**src/rtl/uopPkg.sv**
```systemverilog
package uopPkg;

    typedef enum logic [1:0] {
        fuInt = 2'd0,
        fuMul = 2'd1,
        fuDiv = 2'd2
    } fuKind;

    typedef enum logic [3:0] {
        aluAdd  = 4'd0,
        aluSub  = 4'd1,
        aluAnd  = 4'd2,
        aluOr   = 4'd3,
        aluXor  = 4'd4,
        aluSll  = 4'd5,
        aluSrl  = 4'd6,
        aluSra  = 4'd7,
        aluSlt  = 4'd8,
        aluSltu = 4'd9
    } aluOp;

    // high picks the upper product half, or the remainder for a divide
    typedef struct packed {
        logic spare;
        logic high;
        logic signedA;
        logic signedB;
    } mulDivOp;

    // same 4 bits, read as aluOp by the ALU and as mulDivOp by mul/div
    typedef union packed {
        aluOp alu;
        mulDivOp md;
    } opField;

endpackage

```
**src/rtl/archPkg.sv**
```systemverilog
package archPkg;

    // datapath widths
    localparam int dataWidth = 32;
    localparam int tagWidth = 6;
    localparam int nmWidth = 5;

    // one entry per physical tag
    localparam int numPhysRegs = 64;

    localparam int numPorts = 2;

    // long-latency units
    localparam int mulCycles = 4;
    localparam int divCycles = 32;

endpackage
```
**src/rtl/writebackMux.sv**
```systemverilog
`timescale 1ns/1ns

module writebackMux (
    input  logic clk,
    input  logic rst,
    input  logic flush,
    input  logic exValid,
    input  uopPkg::fuKind exFu,
    input  logic [archPkg::tagWidth-1:0] exTagDst,
    input  logic [archPkg::nmWidth-1:0] exNmDst,
    input  logic [archPkg::dataWidth-1:0] aluResult,
    input  logic longValid,
    input  logic [archPkg::tagWidth-1:0] longTag,
    input  logic [archPkg::nmWidth-1:0] longNmDst,
    input  logic [archPkg::dataWidth-1:0] longResult,
    output logic accept,
    output logic wbValid,
    output logic [archPkg::tagWidth-1:0] wbTag,
    output logic [archPkg::nmWidth-1:0] wbNmDst,
    output logic [archPkg::dataWidth-1:0] wbResult
);
    import uopPkg::*;

    logic aluSel;

    // alu has no storage so it always wins the slot
    assign aluSel = exValid && exFu == fuInt;
    assign accept = longValid && !aluSel;

    always_ff @(posedge clk) begin
        if (rst || flush) begin
            wbValid <= 1'b0;
        end else begin
            wbValid <= aluSel || longValid;
        end
    end

    always_ff @(posedge clk) begin
        if (aluSel) begin
            wbTag <= exTagDst;
            wbNmDst <= exNmDst;
            wbResult <= aluResult;
        end else begin
            wbTag <= longTag;
            wbNmDst <= longNmDst;
            wbResult <= longResult;
        end
    end

endmodule

```
**config.mk**
```make
export PLATFORM = sky130hd
export DESIGN_NAME = writebackMux
export DESIGN_NICKNAME = d
export VERILOG_FILES = /design/src/rtl/uopPkg.sv /design/src/rtl/archPkg.sv /design/src/rtl/writebackMux.sv
export SDC_FILE = /design/constraint.sdc
export NUM_CORES = 1
export LEC_CHECK = 0
export ABC_AREA = 1
export CORE_AREA = 2 2 54 56
export CTS_BUF_LIST = sky130_fd_sc_hd__clkbuf_8
export DETAILED_ROUTE_END_ITERATION = 10
export DIE_AREA = 0 0 56 58
export DONT_BUFFER_PORTS = 1
export GPL_ROUTABILITY_DRIVEN = 1
export PLACE_DENSITY = 0.73
export RECOVER_POWER = 25
export SYNTH_ARGS = -nofsm -noshare
export SYNTH_HDL_FRONTEND = slang
export SYNTH_SLANG_ARGS = --single-unit
```
**constraint.sdc**
```tcl
create_clock -name clk -period 1 [get_ports clk]
set_input_delay 0.1 -clock clk [delete_from_list [all_inputs] [get_ports clk]]
set_output_delay 0.1 -clock clk [all_outputs]
set_load 0.02 [all_outputs]
```
==> results.yml <==
status:
  status: "finished with violations"
  violations: "negative hold slack"
placement:
  hpwlAfterDp_um: 2440
  io_buffers: 0
  place_inst: 214
  place_congestion: 0.744
detailed_routing:
  drcViolationCount: 0
  wirelength_um: 6380
  routedWlPerCell_um: 20.6
  drt_iter0_drc: 110
  dr.pass1.iters: 4
  ant_nets: 0
  routed_via_density: 5.78
  vias: 1791
synthesis:
  syn-cell-area_um2: 1530
  synth.mux.area_fraction_pct: 0
  synth.yosys.seq_area_share_pct: 57.8
  yosysWarnings: 0
  synth_nets: 285
  synthSimpleGateAreaFrac_pct: 36.8
  synth_compound_area_share_pct: 0.902
  synth_xor_area_share_pct: 0
  synth_top_family_by_area: "simple AND/OR/NAND/NOR gates"
  synthAdderAreaFrac_pct: 0
  syn_inst: 192
  synth_cell_types: 12
  syn_avg_cell_area_um2: 7.94
  synth.ff_latch_count: 44
floorplanning:
  start_util_pct: 57.3
  rows: 19
  die_height_um: 58
  die_w_um: 56
  die-area_um2: 3250
  coreArea_um2: 2660
  ioPinCount: 138
finish:
  syn2layout_area_growth_pct: 66.6
  instances_no_fill: 310
  drive_above_1_share_pct: 5.38
  fin_nets: 372
  final_util_pct: 95.4
  antenna-diode-count: 0
timing:
  hold_viol: 21
  setup_viol: 0
  fin_crit_sh_pct: 85.3
  fmax_mhz: 1170
  setup_tns_ps: 0
  worstMarginPinSlew_ps: 259
  hold_slack_ps: -40.6
  fin_crit_ps: 853
  rsz0062_at_grt: "no"
  max_slew_margin_pct: 82.7
  slew_viol_final: 0
grt:
  gr-usage-met2_pct: 72.1
  grt_usage_pct: 40.0
  grt_pass1_wl_um: 9660
  grt_pass1_vias: 1925
  grt_antenna_before_repair: 0
  grt_busiest_layer: "met2"
  grtUsageMet3_pct: 10.9
  grt_max_degree: 46
  grt_util_met1_pct: 41.4
  grt_overflow: 0
worst_setup_path:
  cp-end-kind: "output port"
  cp.arrival_ps: 750
  cp.depth: 0
  critPathMaxFanout: 1
  required_ps: 900
  startpoint_type: "flop"
  critical_path_class: "reg -> out"
clock_tree:
  cts_buffers: 5
  cts.sinks: 44
  cts_resized: 0
  cts_hold_buf: 89
  clockBufferDepth: 2
  htreeDepth: 2
  postCtsSetupBuffers: 0
  cts_tree: "built"
  cts-root-buf: "clkbuf_8"
  clk_pin_slew_worst_paths_ps: 80
power_and_ir_drop:
  powerDensity_nw_per_um2: 1510
  vdd_drop_max_mv: 1.47
  leakagePower_nw: 1.20
  power_mw: 3.83
worst_hold_path:
  holdPathStages: 2
  hold_path.class: "in -> reg"
flow_run:
  max-cap-violations: 0
==> path summary, 6_finish.rpt <==
kind            to  slack [ps]          from
min   wbResult[13]         -40       exValid
max   wbResult[31]         150  wbResult[31]
==> flip-flops by register name, summed over array words and instances (netlist names) <==
register  cells
wbResult     32
wbTag         6
wbValid       1
wbNmDst       5
==> cell type report <==
class / count / area (µm²)
Clock buffer: 7 / 96.3
Fill cell: 65 / 121
Inverter: 1 / 3.75
Multi-Input combinational cell: 134 / 576
Sequential cell: 44 / 881
Tap cell: 31 / 38.8
Timing Repair Buffer: 93 / 946
==> per-layer routing <==
layer	up-vias	wire length, µm
met5	-	0
met4	0	418
met3	43	603
met2	161	3220
met1	804	2140
li1	783	-
==> metrics by stage <==
step / cell area, µm² / worst slack, ps
global placement: 1550 / 279
global route: 2540 / 137
CTS: 2540 / 149
detailed placement: 1550 / 239
floorplan: 1530 / 119
finish: 2540 / 147
==> Yosys cell counts <==
library cell	number	area [µm²]
nor2_4	1	11.3
buf_4	1	7.51
nand2_2	1	6.26
dfxtp_1	44	881
buf_2	10	50.1
a21oi_1	1	5.00
nand3_1	43	215
nand2_1	86	323
a21oi_2	1	8.76
inv_1	1	3.75
or2_2	1	6.26
clkbuf_1	2	7.51
==> cell families (layout without fill, tap and decap cells) <==
family,count (synthesis),count (layout)
AND/OR/NAND/NOR,132,132
flip-flops,44,44
buffers and inverters,14,101
AO/OA/AOI/OAI,2,2
==> power by group <==
part,internal [mW],switching (mW),leakage [nW]
combinational,0.317,0.227,0.780
clock,0.615,0.544,0.0503
sequential,1.89,0.239,0.371
==> placed cells by master, fill, tap and decap left out, types with 2 or more instances in the layout <==
cell type,n
clkbuf_8,7
dlygate4sd3_1,89
buf_12,2
buf_4,2
nand3_1,43
nand2_1,86
dfxtp_1,44
Power figures use the tool's default switching activity.
