$ cat config.mk
export PLATFORM = sky130hd
export DESIGN_NAME = multiplier
export DESIGN_NICKNAME = d
export VERILOG_FILES = /design/src/rtl/uopPkg.sv /design/src/rtl/archPkg.sv /design/src/rtl/multiplier.sv
export SDC_FILE = /design/constraint.sdc
export NUM_CORES = 2
export LEC_CHECK = 0
export BUFFER_PORTS_ARGS = -buffer_cell sky130_fd_sc_hd__buf_2
export CORE_MARGIN = 5
export CORE_UTILIZATION = 30
export CTS_CLUSTER_SIZE = 28
export DETAILED_ROUTE_END_ITERATION = 12
export SYNTH_ARGS = -nofsm -noshare
export SYNTH_HDL_FRONTEND = slang
export SYNTH_SLANG_ARGS = --single-unit
$ cat constraint.sdc
create_clock -name clk -period 10.04 [get_ports clk]
set_clock_uncertainty 0.15 [all_clocks]
set_input_delay 1.004 -clock clk [delete_from_list [all_inputs] [get_ports clk]]
set_output_delay 1.004 -clock clk [all_outputs]
set_load 0.1 [all_outputs]
$ cat src/rtl/uopPkg.sv
package uopPkg;

    typedef enum logic [1:0] {
        fuInt = 2'd0,
        fuMul = 2'd1,
        fuDiv = 2'd2
    } fuKind;

    typedef enum logic [3:0] {
        aluAdd  = 4'd0,
        aluSub  = 4'd1,
        aluAnd  = 4'd2,
        aluOr   = 4'd3,
        aluXor  = 4'd4,
        aluSll  = 4'd5,
        aluSrl  = 4'd6,
        aluSra  = 4'd7,
        aluSlt  = 4'd8,
        aluSltu = 4'd9
    } aluOp;

    // high picks the upper product half, or the remainder for a divide
    typedef struct packed {
        logic spare;
        logic high;
        logic signedA;
        logic signedB;
    } mulDivOp;

    // same 4 bits, read as aluOp by the ALU and as mulDivOp by mul/div
    typedef union packed {
        aluOp alu;
        mulDivOp md;
    } opField;

endpackage

$ cat src/rtl/archPkg.sv
package archPkg;

    // datapath widths
    localparam int dataWidth = 32;
    localparam int tagWidth = 6;
    localparam int nmWidth = 5;

    // one entry per physical tag
    localparam int numPhysRegs = 64;

    localparam int numPorts = 2;

    // long-latency units
    localparam int mulCycles = 4;
    localparam int divCycles = 32;

endpackage
$ cat src/rtl/multiplier.sv
`timescale 1ns/1ns

module multiplier (
    input  logic clk,
    input  logic rst,
    input  logic flush,
    input  logic exValid,
    input  uopPkg::fuKind exFu,
    input  uopPkg::opField exOp,
    input  logic [archPkg::dataWidth-1:0] exA,
    input  logic [archPkg::dataWidth-1:0] exB,
    input  logic [archPkg::tagWidth-1:0] exTagDst,
    input  logic [archPkg::nmWidth-1:0] exNmDst,
    input  logic accept,
    output logic resultValid,
    output logic [archPkg::tagWidth-1:0] resultTag,
    output logic [archPkg::nmWidth-1:0] resultNmDst,
    output logic [archPkg::dataWidth-1:0] result,
    output logic mulBlock
);
    import archPkg::*;
    import uopPkg::*;

    localparam int cntWidth = $clog2(mulCycles);

    logic start;
    logic busy;
    logic [cntWidth-1:0] cnt;
    logic [dataWidth-1:0] srcA;
    logic [dataWidth-1:0] srcB;
    logic aSigned;
    logic bSigned;
    logic high;
    logic [2*dataWidth-1:0] product;

    assign start = exValid && exFu == fuMul;

    // extra top bit per operand gives the mixed-sign variants
    assign product = $signed({aSigned && srcA[dataWidth-1], srcA})
        * $signed({bSigned && srcB[dataWidth-1], srcB});

    // capture is one cycle, so count down from mulCycles-2
    always_ff @(posedge clk) begin
        if (rst || flush) begin
            busy <= 1'b0;
            resultValid <= 1'b0;
            cnt <= '0;
        end else if (start) begin
            busy <= 1'b1;
            cnt <= cntWidth'(mulCycles - 2);
        end else if (busy) begin
            if (cnt == '0) begin
                busy <= 1'b0;
                resultValid <= 1'b1;
            end else begin
                cnt <= cnt - 1'b1;
            end
        end else if (accept) begin
            resultValid <= 1'b0;
        end
    end

    always_ff @(posedge clk) begin
        if (start) begin
            srcA <= exA;
            srcB <= exB;
            aSigned <= exOp.md.signedA;
            bSigned <= exOp.md.signedB;
            high <= exOp.md.high;
            resultTag <= exTagDst;
            resultNmDst <= exNmDst;
        end
        if (busy && cnt == '0) begin
            result <= high ? product[2*dataWidth-1:dataWidth] : product[dataWidth-1:0];
        end
    end

    assign mulBlock = busy || resultValid || start;

endmodule

==> results.json <==
{
  "period_minus_slack_ns": 9.39,
  "synth-edff-count": 110,
  "clockBufferDepth": 2,
  "drive_above_1_share_pct": 6.50,
  "insertion_delay_ns": 0.52,
  "cts_tree": "yes",
  "synth_area_sq_um": 41600,
  "final_core_util_pct": 32.7,
  "syn_to_final_growth_pct": 8.08,
  "finalSetupTns_ns": 0,
  "start_util_pct": 30.2,
  "hold_start": "cnt[1]",
  "worstPathRequired_ns": 10.11,
  "yosysTopAreaCellShare_pct": 54.1,
  "remaining_drc_errors": 0,
  "reg2reg_to": "result[27]",
  "ctsResizeCount": 0,
  "synth_nets": 5759,
  "critPathArrivalTime_ns": 9.46,
  "ys_top_cells_by_area": "fa_1, inv_1, edfxtp_1",
  "min_path_type": "reg2reg",
  "die_area_sq_um": 146000,
  "yosys_warnings": 0,
  "synth_flop_cell": "edfxtp_1",
  "path_clk_slew_ns": 0.06,
  "cp-start-kind": "flip-flop",
  "yosysSeqAreaShare_pct": 8.13,
  "r2r_slack_ns": 0.65,
  "cts.hold.buffers_added": 0,
  "post-synth-top-area-cell": "fa_1",
  "synthArstFlopShare_pct": 0,
  "ant_nets": 0,
  "cts_root_buf": "clkbuf_16",
  "vias": 28539,
  "max_slew_margin_pct": 14.7,
  "finalSetupViolCount": 0,
  "syn_avg_cell_area_sq_um": 9.59,
  "path_max_fanout": 33,
  "io_pins": 131,
  "rows": 136,
  "drv_slew": 0,
  "wirelength_mm": 108,
  "final_cell_count_no_fill": 6167,
  "nets": 5782,
  "clock-sinks": 114,
  "fin_hold_ws_ns": 0.393,
  "die_x_um": 382,
  "routabilityCongestion": 0.903,
  "period_share_pct": 93.5,
  "crit_path_end_kind": "flip-flop",
  "ff2ff_path_depth": 24,
  "finalHoldViolCount": 0,
  "fmax_ghz": 0.106,
  "dp_cells": 6134,
  "vias_per_cell": 4.63,
  "yosysMostFrequentCell": "fa_1",
  "firstDrtPassIters": 6,
  "wl_per_cell_um": 17.5,
  "holdPathStages": 2,
  "reg2reg_from": "srcB[2]",
  "crit_type": "reg2reg",
  "grt_pass1_wl_mm": 177,
  "cts_made_buffers": 17,
  "tightest_slew_ns": 1.28,
  "synth_cells": 4336,
  "io_buffers": 129,
  "drt_iter0_drc": 1753,
  "synthDistinctLibCells": 66,
  "rsz0062_at_grt": "false",
  "grt_max_degree": 62,
  "antenna_found_initial": 13,
  "min_to": "cnt[1]",
  "cts-htree-levels": 4,
  "synthTopCellsByCount": "fa_1, inv_1, nand2_1",
  "status": "completed",
  "ys_ff_latch": 114,
  "grt_overflow_total": 0,
  "postCtsSetupBuffers": 0,
  "dieHeight_um": 382,
  "gr-usage-all-layers_pct": 15.5,
  "maxCapViolCount": 0,
  "fillers": 14072,
  "post-dp-hpwl_mm": 93.2,
  "core_area_sq_um": 138000,
  "grt_pass1_vias": 31589
}
[registers in the layout, indices dropped and copies added, names as in the netlist]
| register | count |
|---|---|
| resultValid | 1 |
| aSigned | 1 |
| result | 32 |
| resultTag | 6 |
| cnt | 2 |
| srcA | 32 |
| busy | 1 |
| resultNmDst | 5 |
| high | 1 |
| bSigned | 1 |
| srcB | 32 |
[placed cells by master, fill, tap and decap left out, types with 4 or more instances in the layout]
| master | netlist | layout |
|---|---|---|
| mux2i_1 | 5 | 5 |
| nand2_1 | 745 | 745 |
| clkbuf_16 | 0 | 17 |
| mux2_2 | 7 | 7 |
| inv_6 | 0 | 6 |
| fa_1 | 1125 | 1125 |
| o31ai_1 | 4 | 4 |
| xnor2_1 | 51 | 51 |
| dfxtp_1 | 4 | 4 |
| o21bai_1 | 7 | 7 |
| o211ai_1 | 6 | 6 |
| nand4_1 | 12 | 12 |
| o21ai_0 | 41 | 41 |
| nor3_1 | 7 | 6 |
| nor2b_1 | 8 | 8 |
| a211oi_1 | 6 | 6 |
| nand3_1 | 11 | 11 |
| a21o_1 | 31 | 31 |
| edfxtp_1 | 110 | 110 |
| inv_1 | 1108 | 1107 |
| buf_4 | 0 | 90 |
| nor2_1 | 60 | 60 |
| or2_2 | 12 | 12 |
| buf_2 | 3 | 129 |
| xor2_1 | 25 | 25 |
| a31oi_1 | 4 | 4 |
| ha_1 | 212 | 212 |
| a21oi_1 | 75 | 75 |
| and3_1 | 28 | 28 |
| and2_1 | 359 | 359 |
[through the flow]
step           setup WS (ns)  cell area [sq um]
2_1_floorplan           1.79              41600
3_3_place_gp           0.822              44400
3_5_place_dp           0.701              44400
4_1_cts                0.653              45000
5_1_grt               0.0494              45000
6_report               0.649              45000
[kinds of logic after synthesis]
| logic type | share of synthesized area (%) |
|---|---|
| AND/OR/NAND/NOR | 14.1 |
| multiplexers | 0.310 |
| adder cells (fa/ha/maj) | 60.5 |
| buffers and inverters | 11.9 |
| flip-flops | 8.13 |
| XOR/XNOR | 1.60 |
| AO/OA/AOI/OAI | 3.39 |
[worst max path at each step]
stage	from	slack, ns	end
2_1_floorplan	aSigned	1.79	result[30]
3_3_place_gp	srcB[2]	0.82	result[27]
3_5_place_dp	srcB[2]	0.70	result[27]
4_1_cts	srcB[2]	0.65	result[27]
5_1_grt	srcB[2]	0.05	result[27]
6_report	srcB[2]	0.65	result[27]
[layout make-up]
| class | count | area, sq um | share of cell area (%) |
|---|---|---|---|
| Multi-Input combinational cell | 2899 | 33300 | 74.0 |
| Clock buffer | 17 | 425 | 0.946 |
| Sequential cell | 114 | 3380 | 7.53 |
| Timing Repair Buffer | 219 | 1320 | 2.94 |
| Clock inverter | 15 | 170 | 0.378 |
| Tap cell | 1794 | 2240 | 4.99 |
| Antenna cell | 1 | 2.50 | 0.00557 |
| Inverter | 1108 | 4160 | 9.26 |
[worst max-delay path, cell delays in order (launching register included)]
cell and delay [ns]:
edfxtp_1 1.19, and3_1 0.32, fa_1 0.50, fa_1 0.62, fa_1 0.54, inv_1 0.44, fa_1 0.51, inv_1 0.09
fa_1 0.44, fa_1 0.51, fa_1 0.49, inv_1 0.05, fa_1 0.47, inv_1 0.04, ha_1 0.37, and3_1 0.27
and2_1 0.21, a21oi_1 0.13, nand2_1 0.12, a2111oi_0 0.62, o211ai_1 0.35, nand2_1 0.23, o221ai_1 0.17, xnor2_1 0.20
a21oi_1 0.09
[layer usage]
| metal | vias to the layer above | wire, um | track usage (%) |
|---|---|---|---|
| met1 | 15054 | 45600 | 20.9 |
| met3 | 149 | 7600 | 3.27 |
| li1 | 12479 | - | - |
| met5 | - | 51 | 0 |
| met2 | 849 | 52500 | 25.7 |
| met4 | 8 | 2540 | 3.50 |
Power is left out: the tool's default activity adds up to more than one toggle a clock period on the data nets, which glitch-free logic cannot reach.
