$ cat config.mk
export PLATFORM = sky130hd
export DESIGN_NAME = divider
export DESIGN_NICKNAME = d
export VERILOG_FILES = /design/src/rtl/uopPkg.sv /design/src/rtl/archPkg.sv /design/src/rtl/divider.sv
export SDC_FILE = /design/constraint.sdc
export NUM_CORES = 1
export LEC_CHECK = 0
export BUFFER_PORTS_ARGS = -buffer_cell sky130_fd_sc_hd__buf_4
export CAP_MARGIN = 20
export CORE_ASPECT_RATIO = 1.4
export CORE_MARGIN = 3
export CORE_UTILIZATION = 40
export CTS_CLUSTER_SIZE = 14
export DETAILED_ROUTE_END_ITERATION = 16
export PLACE_DENSITY_LB_ADDON = 0.05
export SYNTH_ARGS = -nofsm -noshare
export SYNTH_HDL_FRONTEND = slang
export SYNTH_SLANG_ARGS = --single-unit
$ cat constraint.sdc
create_clock -name clk -period 5.05 [get_ports clk]
set_clock_uncertainty 0.1 [all_clocks]
set_input_delay 1.01 -clock clk [delete_from_list [all_inputs] [get_ports clk]]
set_output_delay 1.01 -clock clk [all_outputs]
set_load 0.02 [all_outputs]
$ cat src/rtl/uopPkg.sv
package uopPkg;

    typedef enum logic [1:0] {
        fuInt = 2'd0,
        fuMul = 2'd1,
        fuDiv = 2'd2
    } fuKind;

    typedef enum logic [3:0] {
        aluAdd  = 4'd0,
        aluSub  = 4'd1,
        aluAnd  = 4'd2,
        aluOr   = 4'd3,
        aluXor  = 4'd4,
        aluSll  = 4'd5,
        aluSrl  = 4'd6,
        aluSra  = 4'd7,
        aluSlt  = 4'd8,
        aluSltu = 4'd9
    } aluOp;

    // high picks the upper product half, or the remainder for a divide
    typedef struct packed {
        logic spare;
        logic high;
        logic signedA;
        logic signedB;
    } mulDivOp;

    // same 4 bits, read as aluOp by the ALU and as mulDivOp by mul/div
    typedef union packed {
        aluOp alu;
        mulDivOp md;
    } opField;

endpackage

$ cat src/rtl/archPkg.sv
package archPkg;

    // datapath widths
    localparam int dataWidth = 32;
    localparam int tagWidth = 6;
    localparam int nmWidth = 5;

    // one entry per physical tag
    localparam int numPhysRegs = 64;

    localparam int numPorts = 2;

    // long-latency units
    localparam int mulCycles = 4;
    localparam int divCycles = 32;

endpackage
$ cat src/rtl/divider.sv
`timescale 1ns/1ns

module divider (
    input  logic clk,
    input  logic rst,
    input  logic flush,
    input  logic exValid,
    input  uopPkg::fuKind exFu,
    input  uopPkg::opField exOp,
    input  logic [archPkg::dataWidth-1:0] exA,
    input  logic [archPkg::dataWidth-1:0] exB,
    input  logic [archPkg::tagWidth-1:0] exTagDst,
    input  logic [archPkg::nmWidth-1:0] exNmDst,
    input  logic accept,
    output logic resultValid,
    output logic [archPkg::tagWidth-1:0] resultTag,
    output logic [archPkg::nmWidth-1:0] resultNmDst,
    output logic [archPkg::dataWidth-1:0] result,
    output logic divBlock
);
    import archPkg::*;
    import uopPkg::*;

    localparam int cntWidth = $clog2(divCycles);

    logic start;
    logic busy;
    logic [cntWidth-1:0] cnt;
    logic negA;
    logic negB;
    logic [dataWidth-1:0] magA;
    logic [dataWidth-1:0] magB;
    logic [dataWidth-1:0] dividend;
    logic [dataWidth-1:0] divisorMag;
    logic [dataWidth-1:0] quo;
    logic [dataWidth-1:0] rem;
    logic negQuo;
    logic negRem;
    logic divZero;
    logic high;
    logic [dataWidth:0] shifted;
    logic [dataWidth:0] diff;

    assign start = exValid && exFu == fuDiv;
    assign negA = exOp.md.signedA && exA[dataWidth-1];
    assign negB = exOp.md.signedB && exB[dataWidth-1];
    assign magA = negA ? -exA : exA;
    assign magB = negB ? -exB : exB;

    // one restoring step per cycle, quotient bits shift in at the bottom
    assign shifted = {rem, quo[dataWidth-1]};
    assign diff = shifted - {1'b0, divisorMag};

    always_ff @(posedge clk) begin
        if (rst || flush) begin
            busy <= 1'b0;
            resultValid <= 1'b0;
            cnt <= '0;
        end else if (start) begin
            busy <= 1'b1;
            cnt <= cntWidth'(divCycles - 1);
        end else if (busy) begin
            if (cnt == '0) begin
                busy <= 1'b0;
                resultValid <= 1'b1;
            end else begin
                cnt <= cnt - 1'b1;
            end
        end else if (accept) begin
            resultValid <= 1'b0;
        end
    end

    always_ff @(posedge clk) begin
        if (start) begin
            dividend <= exA;
            divisorMag <= magB;
            quo <= magA;
            rem <= '0;
            negQuo <= negA ^ negB;
            negRem <= negA;
            divZero <= exB == '0;
            high <= exOp.md.high;
            resultTag <= exTagDst;
            resultNmDst <= exNmDst;
        end else if (busy) begin
            if (diff[dataWidth]) begin
                rem <= shifted[dataWidth-1:0];
                quo <= {quo[dataWidth-2:0], 1'b0};
            end else begin
                rem <= diff[dataWidth-1:0];
                quo <= {quo[dataWidth-2:0], 1'b1};
            end
        end
    end

    // most negative / -1 falls out of the magnitude path as dividend, rem 0
    always_comb begin
        if (divZero) begin
            result = high ? dividend : '1;
        end else if (high) begin
            result = negRem ? -rem : rem;
        end else begin
            result = negQuo ? -quo : quo;
        end
    end

    assign divBlock = busy || resultValid || start;

endmodule

==> results of run 1 <==
[placed cells by master (no fill, tap or decap), drive strengths merged, types with 11 or more instances in the layout]
master	count
o31ai	28
nand2	123
inv	58
o41ai	13
buf	146
nor4	11
a21oi	95
or4	12
dfxtp	39
or3	22
ha	38
nor3	19
a22oi	26
nor2	66
edfxtp	111
mux2i	41
clkbuf	22
xor2	72
o21ai	111
a21o	11
nand3	15
xnor2	72
[through the flow]
step	hold slack (ps)	util, %	cell area [sq um]	worst slack (ps)	cells
after global routing	490	48.4	12400	159	1604
after CTS	454	48.4	12400	580	1604
after detailed placement	442	46.1	11900	1060	1572
after floorplan	393	-	10600	1030	1157
after global placement	431	46.1	11900	1080	1572
final	452	48.4	12400	618	1604
[how the worst max path moves through the flow]
stage | from | to | depth (start not counted)
after global placement | rem[2] | result[29] | 9
after global routing | quo[7] | result[29] | 9
after detailed placement | rem[14] | result[29] | 9
final | rem[14] | result[29] | 9
after floorplan | exValid | divBlock | 5
after CTS | rem[14] | result[29] | 9
[cell type report]
type	instances	area, sq um
Multi-Input combinational cell	899	6040
Inverter	58	219
Fill cell	2522	13300
Sequential cell	150	4110
Timing Repair Buffer	146	1100
Clock buffer	22	507
Clock inverter	10	67.6
Tap cell	319	399
[kinds of logic (layout without fill, tap and decap cells)]
kind of cell / Yosys count / in the layout
AOI/OAI and AO/OA: 348 / 348
and+or+nand+nor: 325 / 325
DFF: 150 / 150
xor gates and xnor gates: 144 / 144
buffers and inverters: 108 / 236
muxes: 43 / 43
adders and majority gates: 39 / 39
[worst max-delay path, cell delays in order (launching register included)]
cell	delay, ps
dfxtp_1	390
or4_4	580
or3_4	360
or4_4	460
o21a_1	270
a21oi_1	160
xnor2_1	140
mux2i_1	90
a22oi_1	240
buf_4	200
[per-layer routing]
metal | vias up | global-route usage (%)
li1 | 4466 | -
met1 | 4067 | 25.1
met2 | 156 | 33.3
met3 | 21 | 3.13
met4 | 0 | 4.71
met5 | - | 0
[power breakdown]
part / leakage, nW / switching, mW / internal (mW)
Combinational: 3.49 / 0.737 / 0.579
Clock: 0.276 / 0.530 / 0.712
Sequential: 1.34 / 0.114 / 1.43
[state kept, by name, summed over array words and instances, names as in the netlist]
| name | count |
|---|---|
| dividend | 32 |
| resultTag | 6 |
| busy | 1 |
| cnt | 5 |
| rem | 32 |
| negQuo | 1 |
| quo | 32 |
| high | 1 |
| resultValid | 1 |
| divZero | 1 |
| resultNmDst | 5 |
| negRem | 1 |
| divisorMag | 32 |
==> impl_results.md, run 1 <==
- Max-slew headroom: 40.5%
- Outcome: finished clean
- Detail Route Antenna Nets: 0
- Max-Cap Viols: 0
- Clock Path Buffers: 2
- Final nets: about 1400
- Pleak: between 5 and 6 nW
- Reg-to-reg slack, setup: 1540 ps
- Layout cell share with drive strength beyond 1: roughly 17%
- Fin Setup TNS: 0 ps
- Total Routed Length: ~27000 um
- Post-synthesis cell type count: 75
- Slew Limit Fails: 0
- Adder-cell share of the synthesized area: 4.67%
- CTS buffer count: 17
- Most numerous cell in the Yosys netlist: nand2_1
- Power Total: between 4 and 5 mW
- TritonCTS Sinks: 150
- Post-synth top flop: edfxtp_1
- Top cell type's share of synthesized area: 31.4%
- Number of H-tree levels: 4
- #FFs+latches synth: 150
- Io pins: around 130
- Synth cell count leaders: nand2_1 (123), edfxtp_1 (111), o21ai_0 (103)
- Routed wl met3: ~1000 um
- Main combinational cell family by area after synthesis: compound AO/OA/AOI/OAI gates
- Cells on Worst Hold Path: 2
- Post-Syn Area per Cell: 9.17 sq um
- DR pass1 iterations: 5
- Post-layout minimum cycle time: between 4000 and 5000 ps
- Layout area overhead: 17.3%
- Die Area: ~29000 sq um
- Synth area leader: edfxtp_1
- CTS tree: done
- Global-route wire length before repair: between 40000 and 50000 um
- Pwr dens: approximately 330 nW/um^2
- Worst Path Max Fanout: 8
- M1 WL: about 12000 um
- Worst hold start: rem[17]
- Worst-path clk slew: 60 ps
- Worst Setup Path Type: register to output pin
- Hold Path Class: register to register
- Mapped Area: approximately 11000 sq um
- Gpl congestion: ~0.86
- Via count: roughly 8700
- Reg2Reg Capture Point: rem[12]
- Setup crit start kind: register
- Via density: around 5.4
- Sequential fraction of the synthesis area: between 30% and 40%
- Starting Density: between 40% and 50%
- Initial antenna violation count: 0
- Worst slew pin tran: between 800 and 900 ps
- CP Data Arrival Time: approximately 3300 ps
- Row cnt: 69
- Max VDD drop: 259 uV
- Drt drc: 0
- 1st-iter DRT viols: between 400 and 500
- Final setup vio count: 0
- Clock insertion delay at the later pin of the skew report: ~430 ps
- Largest net degree at the start of global routing: 94
- XOR/XNOR Fraction of Synth Area: a little under an eighth
- Vias in the first global route: about 8500
- Fin crit share: 87.8%
- Worst-case reg-to-reg path depth: 13
- HPWL Detailed: slightly above 20000 um
- Mux cell area share after synthesis: just over 4%
- Post-synthesis compound-gate area fraction: between 20 and 25%
- Post-CTS setup buffer count: 0
- Top sig layer: met4
- WL/cell: between 15 and 20 um
- Synth top area cells: edfxtp_1 (31%), dfxtp_1 (7.4%), xnor2_1 (5.9%)
- Critical Path Sink Type: output pin
- Hold_buf cts: 0
- Synth Instances: between 1000 and 1500
- Met2 WL: between 10000 and 15000 um
- Simple-Gate Fraction of Synth Area: 15.5%
- Post-synth EDFFs: around 110
- PostCTS Resize Cnt: 0
- Final Hold Fails: 0
- Critical Path RT: 3940 ps
- Die width: 144 um
- Core area: ~26000 sq um
- Syn Nets: between 1000 and 1500
- Die H: 199 um
- Fmax: 226 MHz
- Antenna Cells: 0
- Hold EP: rem[17]
- Worst reg2reg path startpoint: quo[31]
- Port-buffer cells: between 100 and 150
- Synth warn: 0
- Async SR Flop Fraction: 0%
- Congestion Overflow GR: 0
- Root buffer cell: clkbuf_16
- GRT Overall Usage: between 10% and 20%
- Unrepaired setup endpoints after global routing: false
Power figures use the tool's default switching activity.
==> run 2, diff against run 1 <==
--- a/config.mk
+++ b/config.mk
@@ -9,7 +9,7 @@
 export CAP_MARGIN = 20
 export CORE_ASPECT_RATIO = 1.4
 export CORE_MARGIN = 3
-export CORE_UTILIZATION = 40
+export CORE_UTILIZATION = 39
 export CTS_CLUSTER_SIZE = 14
 export DETAILED_ROUTE_END_ITERATION = 16
 export PLACE_DENSITY_LB_ADDON = 0.05
==> run 2 against run 1 <==
Against the previous run:
- cell area unchanged
- register-to-register slack got worse by 270 ps
- sequential power about the same
- hold slack worse by 12 ps
- via count shrank 1.0%
- core utilization is 1.3 points lower
- die area increased by 2.5%
- global-route usage fell by 0.35 points
- combinational power about the same
- clock power fell by 3%
- worst setup slack better by 12 ps
- critical path type unchanged
- largest cell class unchanged
==> impl_results.md, run 2 (synthesized netlist as in run 1, its figures left out) <==
- Starting Density: 40.1% (-1.1 points)
- Outcome: finished clean
- Max-slew headroom: 42.3% (+1.8 points)
- GRT Overall Usage: 18.9% (-0.35 points)
- Pleak: 5.07 nW (-0.59%)
- Final cell count without fillers: 1643 (+2.4%)
- DR pass1 iterations: 5 (unchanged)
- Post-CTS setup buffer count: 0 (unchanged)
- Most frequent cells in the layout: buf_4 (144), nand2_1 (123), edfxtp_1 (111)
- Via count: 8619 (-1.0%)
- Fin Setup TNS: 0 ps (unchanged)
- Worst Path Max Fanout: 8 (unchanged)
- Antenna Cells: 0 (unchanged)
- Final setup vio count: 0 (unchanged)
- CTS tree: done
- Row cnt: 70 (+1.4%)
- Post-layout minimum cycle time: 4420 ps (-11.8 ps)
- Die Area: 29300 sq um (+2.5%)
- Critical Path Sink Type: output pin
- Port-buffer cells: 129 (unchanged)
- CTS buffer count: 17 (unchanged)
- Placed insts: 1611 (+2.5%)
- Fmax: 226 MHz (+0.27%)
- Core area: 26500 sq um (+2.8%)
- Total Routed Length: 27400 um (+0.47%)
- HPWL Detailed: 20500 um (+0.95%)
- Via density: 5.25 (-3.4%)
- Die width: 145 um (+1.2%)
- Congestion Overflow GR: 0 (unchanged)
- Max-Cap Viols: 0 (unchanged)
- Unrepaired setup endpoints after global routing: false
- Fin crit share: 87.5% (-0.23 points)
- Setup crit start kind: register
- TritonCTS Sinks: 150 (unchanged)
- Number of H-tree levels: 4 (unchanged)
- Hold_buf cts: 0 (unchanged)
- Final Hold Fails: 0 (unchanged)
- Io pins: 131 (unchanged)
- Largest net degree at the start of global routing: 94 (unchanged)
- Drt drc: 0 (unchanged)
- Worst Setup Path Type: register to output pin
- Global-route wire length before repair: 45300 um (+3.3%)
- Die H: 201 um (+1.2%)
- Gpl congestion: 0.850 (-1.3%)
- Hold Path Class: register to register
- Final nets: 1395 (-0.14%)
- Most common cell after layout, fill and taps aside: buf_4
- Initial antenna violation count: 0 (unchanged)
- Pwr dens: 325 nW/um^2 (-1.2%)
- Root buffer cell: clkbuf_16
- Layout area overhead: 17.3% (unchanged)
- Layout cell share with drive strength beyond 1: 16.8% (-0.29 points)
- Final Core Density: 47.1% (-1.3 points)
- Critical Path RT: 3940 ps (about the same)
- PostCTS Resize Cnt: 0 (unchanged)
- Clock insertion delay at the later pin of the skew report: 430 ps (about the same)
- Slew Limit Fails: 0 (unchanged)
- 1st-iter DRT viols: 461 (+6.7%)
- Worst-path clk slew: 60 ps (about the same)
- Max VDD drop: 261 uV (+0.77%)
- Detail Route Antenna Nets: 0 (unchanged)
- WL/cell: 16.7 um (-1.9%)
- CP Data Arrival Time: 3310 ps (about the same)
- Worst slew pin tran: 866 ps (-26.8 ps)
- Vias in the first global route: 8544 (+0.70%)
- Clock Path Buffers: 2 (unchanged)
-- run 2: worst paths after layout --
check / from / end / slack [ps] / depth (start not counted)
max reg2reg: quo[31] / rem[9] / 1270 / 12
max: rem[14] / result[27] / 630 / 9
min: rem[17] / rem[17] / 440 / 2
min reg2reg: rem[17] / rem[17] / 440 / 2
-- run 2: worst max-delay path, stage by stage, from the launching register on --
cell and delay [ps]:
dfxtp_1 390, or4_4 580, or3_4 360, or4_4 460, o21a_1 270, a21oi_1 170, xor2_1 260, o211ai_1 110
o31a_1 130, buf_4 160
-- run 2: area by class of cell --
cell class	instances	area, sq um
Inverter	58	219
Multi-Input combinational cell	899	6040
Fill cell	2617	14000
Clock buffer	19	433
Clock inverter	13	105
Sequential cell	150	4110
Tap cell	360	450
Timing Repair Buffer	144	1080
-- run 2: per-layer routing --
| layer | up-vias | GRT usage, % | part of all wire (%) |
|---|---|---|---|
| li1 | 4471 | - | - |
| met1 | 3964 | 24.8 | 46 |
| met2 | 162 | 32.6 | 49 |
| met3 | 22 | 3.04 | 3.5 |
| met4 | 0 | 4.82 | 1.4 |
| met5 | - | 0 | 0 |
-- run 2: where the power goes --
group	internal [mW]	switching [mW]
clock	0.673	0.524
combinational	0.579	0.734
sequential	1.43	0.112
-- run 2: stage by stage --
step	hold slack, ps	cell area (sq um)	setup WS (ps)	power [mW]
after global placement	434	11900	1080	2.87
final	441	12400	630	4.05
after global routing	487	12400	258	4.30
after detailed placement	441	11900	1080	2.88
after CTS	448	12400	602	4.09
after floorplan	393	10600	1030	2.50
