[config.mk]
export PLATFORM = sky130hd
export DESIGN_NAME = intAlu
export DESIGN_NICKNAME = d
export VERILOG_FILES = /design/src/rtl/uopPkg.sv /design/src/rtl/archPkg.sv /design/src/rtl/intAlu.sv
export SDC_FILE = /design/constraint.sdc
export NUM_CORES = 1
export LEC_CHECK = 0
export BUFFER_PORTS_ARGS = -buffer_cell sky130_fd_sc_hd__buf_2
export CORE_MARGIN = 5
export CORE_UTILIZATION = 35
export DETAILED_ROUTE_END_ITERATION = 16
export PLACE_DENSITY = 0.56
export SETUP_SLACK_MARGIN = 0.15
export SYNTH_ARGS = -nofsm -noshare
export SYNTH_HDL_FRONTEND = slang
export SYNTH_SLANG_ARGS = --single-unit
export TNS_END_PERCENT = 30
[constraint.sdc]
create_clock -name vclk -period 4.7
set_clock_uncertainty 0.2 [all_clocks]
set_input_delay 0.47 -clock vclk [all_inputs]
set_output_delay 0.47 -clock vclk [all_outputs]
set_load 0.05 [all_outputs]
[src/rtl/uopPkg.sv]
package uopPkg;

    typedef enum logic [1:0] {
        fuInt = 2'd0,
        fuMul = 2'd1,
        fuDiv = 2'd2
    } fuKind;

    typedef enum logic [3:0] {
        aluAdd  = 4'd0,
        aluSub  = 4'd1,
        aluAnd  = 4'd2,
        aluOr   = 4'd3,
        aluXor  = 4'd4,
        aluSll  = 4'd5,
        aluSrl  = 4'd6,
        aluSra  = 4'd7,
        aluSlt  = 4'd8,
        aluSltu = 4'd9
    } aluOp;

    // high picks the upper product half, or the remainder for a divide
    typedef struct packed {
        logic spare;
        logic high;
        logic signedA;
        logic signedB;
    } mulDivOp;

    // same 4 bits, read as aluOp by the ALU and as mulDivOp by mul/div
    typedef union packed {
        aluOp alu;
        mulDivOp md;
    } opField;

endpackage

[src/rtl/archPkg.sv]
package archPkg;

    // datapath widths
    localparam int dataWidth = 32;
    localparam int tagWidth = 6;
    localparam int nmWidth = 5;

    // one entry per physical tag
    localparam int numPhysRegs = 64;

    localparam int numPorts = 2;

    // long-latency units
    localparam int mulCycles = 4;
    localparam int divCycles = 32;

endpackage
[src/rtl/intAlu.sv]
`timescale 1ns/1ns

module intAlu (
    input  uopPkg::aluOp op,
    input  logic [archPkg::dataWidth-1:0] a,
    input  logic [archPkg::dataWidth-1:0] b,
    output logic [archPkg::dataWidth-1:0] result
);
    import archPkg::*;
    import uopPkg::*;

    logic [4:0] shamt;
    logic lessSigned;
    logic lessUnsigned;

    assign shamt = b[4:0];
    assign lessSigned = $signed(a) < $signed(b);
    assign lessUnsigned = a < b;

    always_comb begin
        case (op)
            aluAdd:
                result = a + b;
            aluSub:
                result = a - b;
            aluAnd:
                result = a & b;
            aluOr:
                result = a | b;
            aluXor:
                result = a ^ b;
            aluSll:
                result = a << shamt;
            aluSrl:
                result = a >> shamt;
            aluSra:
                result = $signed(a) >>> shamt;
            aluSlt:
                result = {{(dataWidth-1){1'b0}}, lessSigned};
            aluSltu:
                result = {{(dataWidth-1){1'b0}}, lessUnsigned};
            default:
                result = '0;
        endcase
    end

endmodule

==> impl_metrics.toml, run 1 <==
[yosys]
yosys.area_share.simple = 0.209
synthTopCellsByCount = "nor2_1, nand2_1, o21ai_0"
synth_area_per_cell_um2 = 6.73
synth_compound_area_frac = 0.359
synth_area_mm2 = 0.00828
ys_seq_area_frac = 0
yosysMostFrequentCell = "nor2_1"
yosys_warnings = 0
synth_top_family_by_area = "compound AO/OA/AOI/OAI gates"
synthXorXnorAreaFrac = 0.0212
synth.area.mux_share = 0.166
netlist_top_cells_area = "ha_1, mux4_2, o21ai_0"
ys_types = 75
synth_top_cell_area_share = 0.148
synth_top_area_cell = "ha_1"
synth_fa_ha_area_frac = 0.153
synthCells = 1231
syn_nets = 1399

[sta]
min_period_over_period = 0.949
slew_headroom = 0.469
hold_viol = 0
worst_slew_pin_slew_ps = 797
holdWs_ps = 1380
maxSlewViolCount = 0
finalSetupViolCount = 0
fin_ws_ps = 242
grt_setup_unrepaired = "yes"
post-route-min-period_ps = 4460
fmax_mhz = 224

[die]
core_mm2 = 0.0234
rows = 56
die_y_um = 164
die_area_mm2 = 0.0268
start_util = 0.354
die_w_um = 164
ios = 100

[power]
p_clk_frac = 0
p_int_uw = 419
p_comb_frac = 1.000
power_switching_uw = 832
pwr-share-seq = 0
power_density_mw_per_mm2 = 136
peakVddDrop_mv = 0.0719
p_leak_uw = 0.00406
switching_share = 0.665

[setup_path]
path_delay_family = "compound AO/OA/AOI/OAI gates"
end_kind = "output pin"
arrival_ps = 3790
path_cells = "buf_2, inv_1, ha_1, fa_1, o21bai_1, a31oi_1, a21oi_1, o211ai_1, o211a_1, o21ai_0, o21ai_0, xnor2_1, o21ai_0, buf_2"
critPathKind = "in2out"
crit_path_top_delay_cell = "fa_1"
cp_slowest_stage_delay_ps = 430
crit_top_cell = "o21ai_0"
worstPathMaxFanout = 5
worst-endpoint-required_ps = 4030
crit_buf_inv = 3
cp-start-kind = "input pin"

[routing]
first_pass_iters = 5
drcViolationCount = 0
wirelength_mm = 38.5
dr_total_vias = 10200
wl_per_cell_um = 24.1
ant_nets = 0
vias_per_cell = 6.39
drt-initial-drc-count = 1255

[global_route]
grt_pass1_vias = 9403
grt_usage = 0.275
grt_max_degree = 85
antenna_found_initial = 1
grt_pass1_wl_mm = 57.7
overflow = 0

[hold_path]
hp-start = "op[2]"
min_to = "result[0]"
worstHoldPathCells = 5
hp-class = "in2out"

[placement]
place_congestion = 1.05
placed_area_mm2 = 0.00916
dp_worst_setup_slack_ps = 162
dp.cells = 1597
portBuffers = 100
dpl.hpwl_mm = 30.7

[layout]
fin_util = 0.393
design_area_mm2 = 0.00919
n_fill_cell = 2602
drive_gt1_frac = 0.161
register_area_um2 = 0
nets = 1448
clkbuf_count = 0
areaGrowthSynthToFinish_pct = 11.0
flops_and_latches = 0
layout.cells.non_filler = 1598

[run_status]
run_status = "finished, final reports clean"

[clock_tree]
cts_hold_buf = 0

[job]
drv_cap = 0
-- final cells by class --
| class | instances | area [µm²] | area share |
|---|---|---|---|
| diodes | 1 | 2.50 | 0.000272 |
| inverters | 96 | 360 | 0.0392 |
| multi-input cells | 1038 | 7550 | 0.822 |
| well taps | 319 | 399 | 0.0434 |
| repair buffers | 144 | 876 | 0.0953 |
-- worst max path at each step --
stage                 end  cells past startpoint  from
6_report       result[20]                     14  a[0]
3_5_place_dp   result[22]                     14  a[0]
5_1_grt        result[18]                     13  a[5]
2_1_floorplan  result[29]                     14  b[1]
3_3_place_gp   result[22]                     14  a[0]
4_1_cts        result[22]                     14  a[0]
-- stage by stage --
step,setup TNS (ps),power (µW)
after floorplan,-826,831
after global placement,0,1220
after detailed placement,0,1210
after CTS,0,1220
after global routing,0,1330
final,0,1250
-- cell families (layout without fill, tap and decap cells) --
family | after synthesis | after routing
other cells | 0 | 1
fa+ha+maj | 100 | 100
compound gates | 447 | 447
xor+xnor | 20 | 20
buf+inv | 193 | 240
mux | 94 | 94
simple gates | 377 | 377
-- tightest hold or removal path: stages --
cell	delay, ps
buf_2	130
nor3b_1	90
o2111ai_1	110
nand3_1	90
buf_2	220
-- what timing repair did --
| action | in CTS | in global routing |
|---|---|---|
| resized for setup | 0 | 7 |
| setup endpoints to repair | 0 | 5 |
| setup buffers | 0 | 0 |
| endpoints found under the hold margin | 0 | 0 |
-- layer usage --
metal	global-route usage	share of wire
met4	0.0618	0.030
met2	0.422	0.43
met3	0.0389	0.10
met5	0	0
met1	0.407	0.43
-- power by group through the flow --
stage	logic, µW	clock network (µW)	registers (µW)
after floorplan	831	0	0
after global placement	1220	0	0
after detailed placement	1210	0	0
after CTS	1220	0	0
after global routing	1330	0.0000284	0
final	1250	0.0000284	0
-- cells in the final DEF, fill, tap and decap left out, types with 8 or more instances in the layout --
master and instances:
o21a_1 8, a22oi_1 13, buf_4 43, a21oi_1 98, nand2b_1 16, a31oi_1 12, or3_1 12, mux4_2 34
nor2b_1 13, a211o_1 13, nand3_1 21, o2111ai_1 10, o22ai_1 11, o21bai_1 11, a221oi_1 18, o211ai_1 27
nand2_1 109, ha_1 98, mux2i_1 53, a211oi_1 22, nor4_1 8, buf_2 97, o31ai_1 14, xnor2_1 18
nor3_1 37, nor2_1 129, a21o_1 16, inv_1 92, o21ai_0 104
Note: power is estimated with default switching activity, not from simulation.
==> run 2, diff against run 1 <==
- ABC_AREA: not set -> 1
- PLACE_DENSITY: 0.56 -> 0.55
- clock period: 4.7 -> 5.1 ns (I/O delays scaled with it)
==> run 2 against run 1 <==
  * Non-clock buffer count fell by 29
  * Via count grew 40%
  * Area after synthesis is 23% higher
  * Global-route usage increased by 3.5 points
  * Combinational power about the same
  * Largest cell class unchanged
  * Largest power group unchanged
  * Highest routed layer unchanged
==> impl_metrics.toml, run 2 <==
[run_status]
run_status = "finished, final reports clean"

[layout]
antenna_cells = 0
register_area_um2 = 0
flops_and_latches = 0
layout.cells.non_filler = 2513
drive_gt1_frac = 0.0742
clkbuf_count = 0
areaGrowthSynthToFinish_pct = 5.85
layout_commonest_cell = "nand2_1"
layout_common_cells = "nand2_1, nand3_1, inv_1, nor2_1, buf_2"
nets = 2299

[setup_path]
path_delay_family = "buffers and inverters"
worstPathMaxFanout = 20
path_depth = 14
cp_slowest_stage_delay_ps = 420
crit_path_top_delay_cell = "o21bai_1"
end_kind = "output pin"
crit_top_cell = "nand3_1"
crit_path_end = "result[24]"
critPathKind = "in2out"
crit_buf_inv = 5
cp-start-kind = "input pin"
crit_path_start = "b[0]"
worst-endpoint-required_ps = 4390
arrival_ps = 3410
path_cells = "buf_2, ha_1, inv_1, fa_1, inv_1, nand3_1, nand3_1, inv_1, o21bai_1, nand3_1, nand4_1, nand3_1, nand3_1, buf_2"

[yosys]
yosysMostFrequentCell = "nand2_1"
synth_area_mm2 = 0.0102
synth_top_family_by_area = "simple AND/OR/NAND/NOR gates"
synth_compound_area_frac = 0.115
synth_fa_ha_area_frac = 0.124
synthTopCellsByCount = "nand2_1, nand3_1, inv_1"
synth.area.mux_share = 0.000983
yosys_warnings = 0
synth_top_area_cell = "nand2_1"
synth_top_cell_area_share = 0.265
synthCells = 2107
synthXorXnorAreaFrac = 0.00172
ys_seq_area_frac = 0
syn_nets = 2275
synth_area_per_cell_um2 = 4.83
netlist_top_cells_area = "nand2_1, nand3_1, ha_1"
yosys.area_share.simple = 0.594
ys_types = 42

[sta]
holdWs_ps = 1370
maxSlewViolCount = 0
post-route-min-period_ps = 4120
grt_setup_unrepaired = "no"
hold_viol = 0
fin_ws_ps = 978
slew_headroom = 0.387
finalSetupViolCount = 0
min_period_over_period = 0.808
worst_slew_pin_slew_ps = 919
setup_tns_ps = 0
fmax_mhz = 243

[global_route]
grt_pass1_vias = 13300
grt_max_degree = 69
grt_usage = 0.310
grt_pass1_wl_mm = 79.4
antenna_found_initial = 0
overflow = 0

[routing]
wl_per_cell_um = 21.4
ant_nets = 0
vias_per_cell = 5.68
first_pass_iters = 6
dr_total_vias = 14300
drt-initial-drc-count = 1663
drcViolationCount = 0
wirelength_mm = 53.8

[die]
ios = 100
start_util = 0.355
die_y_um = 181
die_w_um = 181
rows = 62
core_mm2 = 0.0287
die_area_mm2 = 0.0326

[clock_tree]
post_cts_buffers = 0
cts_hold_buf = 0
ctsResizeCount = 0

[power]
p_leak_uw = 0.00625
peakVddDrop_mv = 0.0542
p_total_uw = 1250
power_density_mw_per_mm2 = 116

[placement]
dp.cells = 2513
portBuffers = 100
dpl.hpwl_mm = 44.9
dp_worst_setup_slack_ps = 977
place_congestion = 1.05

[job]
drv_cap = 0

[hold_path]
hp-class = "in2out"
[run 2: where the power goes]
group / leakage, µW / internal [µW] / switching (µW)
sequential: 0 / 0 / 0
combinational: 0.00625 / 326 / 926
clock: 0 / 0 / 0
[run 2: metrics by stage]
step,area (µm²),utilization
2_1_floorplan,10200,-
3_3_place_gp,10800,0.376
3_5_place_dp,10800,0.376
4_1_cts,10800,0.376
5_1_grt,10800,0.376
6_report,10800,0.376
[run 2: area by class of cell]
cell class / count / area (µm²)
Multi-Input combinational cell: 1703 / 8510
Fill cell: 3473 / 17900
Tap cell: 384 / 480
Timing Repair Buffer: 115 / 613
Inverter: 311 / 1170
[run 2: per-layer routing]
layer,vias to the layer above,track usage,wire [µm]
met5,-,0,0
met4,0,0.114,2380
met3,108,0.0285,4730
met2,757,0.518,24300
met1,6603,0.417,22400
li1,6816,-,-
[run 2: cell families after synthesis]
logic type	count (synthesis)
AOI/OAI and AO/OA	198
xor gates and xnor gates	2
adders and majority gates	100
buffers and inverters	404
muxes	1
and+or+nand+nor	1402
[run 2: worst min path at each step]
| stage | from | endpoint | slack, ps | cells past startpoint |
|---|---|---|---|---|
| after CTS | op[2] | result[0] | 1370 | 5 |
| after global routing | op[2] | result[0] | 1440 | 5 |
| after floorplan | op[2] | result[0] | 1190 | 3 |
| after global placement | op[2] | result[0] | 1370 | 5 |
| final | op[2] | result[0] | 1370 | 5 |
| after detailed placement | op[2] | result[0] | 1370 | 5 |
==> run 3, diff against run 2 <==
- clock period: 5.1 -> 3.8 ns (I/O delays scaled with it)
==> run 3 against run 2 <==
  * Critical path depth fell by 2
  * Clock-buffer cell count unchanged
  * Worst hold slack got worse by 250 ps
  * Global-route usage up 2.6 points
  * Sequential share of layout area is the same
  * Combinational power up 42%
  * Flip-flop and latch count did not move
  * Cell count is 1.2% higher
  * Worst setup slack worse by 750 ps
  * Core utilization increased by 1.1 points
  * Largest cell class unchanged
==> impl_metrics.toml, run 3 (same netlist as run 2, synthesis figures left out) <==
[run_status]
run_status = "finished, final reports clean"

[setup_path]
critPathKind = "in2out"
crit_path_start = "a[3]"
cp-start-kind = "input pin"
path_delay_family = "simple AND/OR/NAND/NOR gates"
crit_buf_inv = 4
crit_path_end = "result[7]"
crit_top_cell = "nand2_1"
path_depth = 12
end_kind = "output pin"
arrival_ps = 2990
worst-endpoint-required_ps = 3220
cp_slowest_stage_delay_ps = 480
worstPathMaxFanout = 6
path_cells = "buf_2, inv_1, ha_1, buf_4, nand2_1, nor2_1, nand2_1, nand2_1, o21ai_0, o21ai_0, nand4_1, buf_2"
crit_path_top_delay_cell = "o21ai_0"

[routing]
ant_nets = 0
top_layer = "met4"
first_pass_iters = 5
vias_per_cell = 5.68
drcViolationCount = 0
met2_length_mm = 26.5
wirelength_mm = 58.2
dr_total_vias = 14400
wl_met3_mm = 4.33
wl_per_cell_um = 22.9
met1_length_mm = 24.9
drt-initial-drc-count = 1970

[layout]
nets = 2328
flops_and_latches = 0
n_fill_cell = 3479
areaGrowthSynthToFinish_pct = 8.82
clkbuf_count = 0
layout_common_cells = "nand2_1, nand3_1, inv_1, nor2_1, buf_2"
drive_gt1_frac = 0.0876
antenna_cells = 0
layout_commonest_cell = "nand2_1"
register_area_um2 = 0
fin_util = 0.386

[global_route]
antenna_found_initial = 0
grt_max_degree = 69
grt_pass1_wl_mm = 84.4
grt_usage = 0.337
overflow = 0
grt_pass1_vias = 13500

[placement]
portBuffers = 100
dpl.hpwl_mm = 49.6
place_congestion = 1.03

[sta]
fmax_mhz = 280
min_period_over_period = 0.939
worst_slew_pin_slew_ps = 776
hold_viol = 0
grt_setup_unrepaired = "yes"
setup_tns_ps = 0
finalSetupViolCount = 0
maxSlewViolCount = 0
post-route-min-period_ps = 3570
slew_headroom = 0.483

[die]
start_util = 0.355
ios = 100
core_mm2 = 0.0287
die_area_mm2 = 0.0326
die_y_um = 181
rows = 62
die_w_um = 181

[job]
drv_cap = 0

[power]
power_density_mw_per_mm2 = 159
peakVddDrop_mv = 0.0892
p_leak_uw = 0.00641

[hold_path]
hp-class = "in2out"

[clock_tree]
post_cts_buffers = 0
[run 3: cell count changes in the layout (fill, tap and decap cells not counted), sizes merged]
cell / previous run / this run
buf: 115 / 144
[run 3: per-stage QoR]
stage / cell area [µm²] / hold WS [ps] / total power (µW) / worst slack [ps] / instances
floorplan: 10200 / 931 / 1130 / 663 / 2107
global placement: 11100 / 1100 / 1730 / 258 / 2542
detailed placement: 11100 / 1110 / 1720 / 332 / 2542
CTS: 11100 / 1120 / 1730 / 324 / 2542
global route: 11100 / 1170 / 1910 / 142 / 2542
finish: 11100 / 1120 / 1770 / 231 / 2542
[run 3: worst min path at each step]
stage          start         to  slack [ps]  cells after the start
2_1_floorplan  op[2]  result[0]         930                      3
3_3_place_gp   op[2]  result[0]        1100                      5
5_1_grt        op[2]  result[0]        1170                      5
3_5_place_dp   op[2]  result[0]        1110                      5
6_report       op[2]  result[0]        1120                      5
4_1_cts        op[2]  result[0]        1120                      5
[run 3: timing repair]
action | CTS | global route
hold buffers | 0 | 0
endpoints found under the setup margin | 0 | 2
hold endpoints to repair | 0 | 0
gates resized for setup | 0 | 2
[run 3: layout make-up]
cell class	instances	area, µm²	area share
Tap cell	384	480	0.0434
Multi-Input combinational cell	1703	8520	0.769
Inverter	311	1170	0.106
Timing Repair Buffer	144	911	0.0822
[run 3: worst min-delay path, delay by kind of cell]
kind,cells,cell delay (ps)
buffers and inverters,2,370
and+or+nand+nor,3,180
[run 3: power by group]
group | total [µW] | switching, µW | internal (µW)
registers | 0 | 0 | 0
logic | 1770 | 1290 | 478
clock network | 0 | 0 | 0
total | 1770 | 1290 | 478
[run 3: per-layer routing]
layer | GRT usage | vias up
met2 | 0.567 | 698
met1 | 0.450 | 6746
met3 | 0.0329 | 106
met5 | 0 | -
met4 | 0.114 | 0
li1 | - | 6882
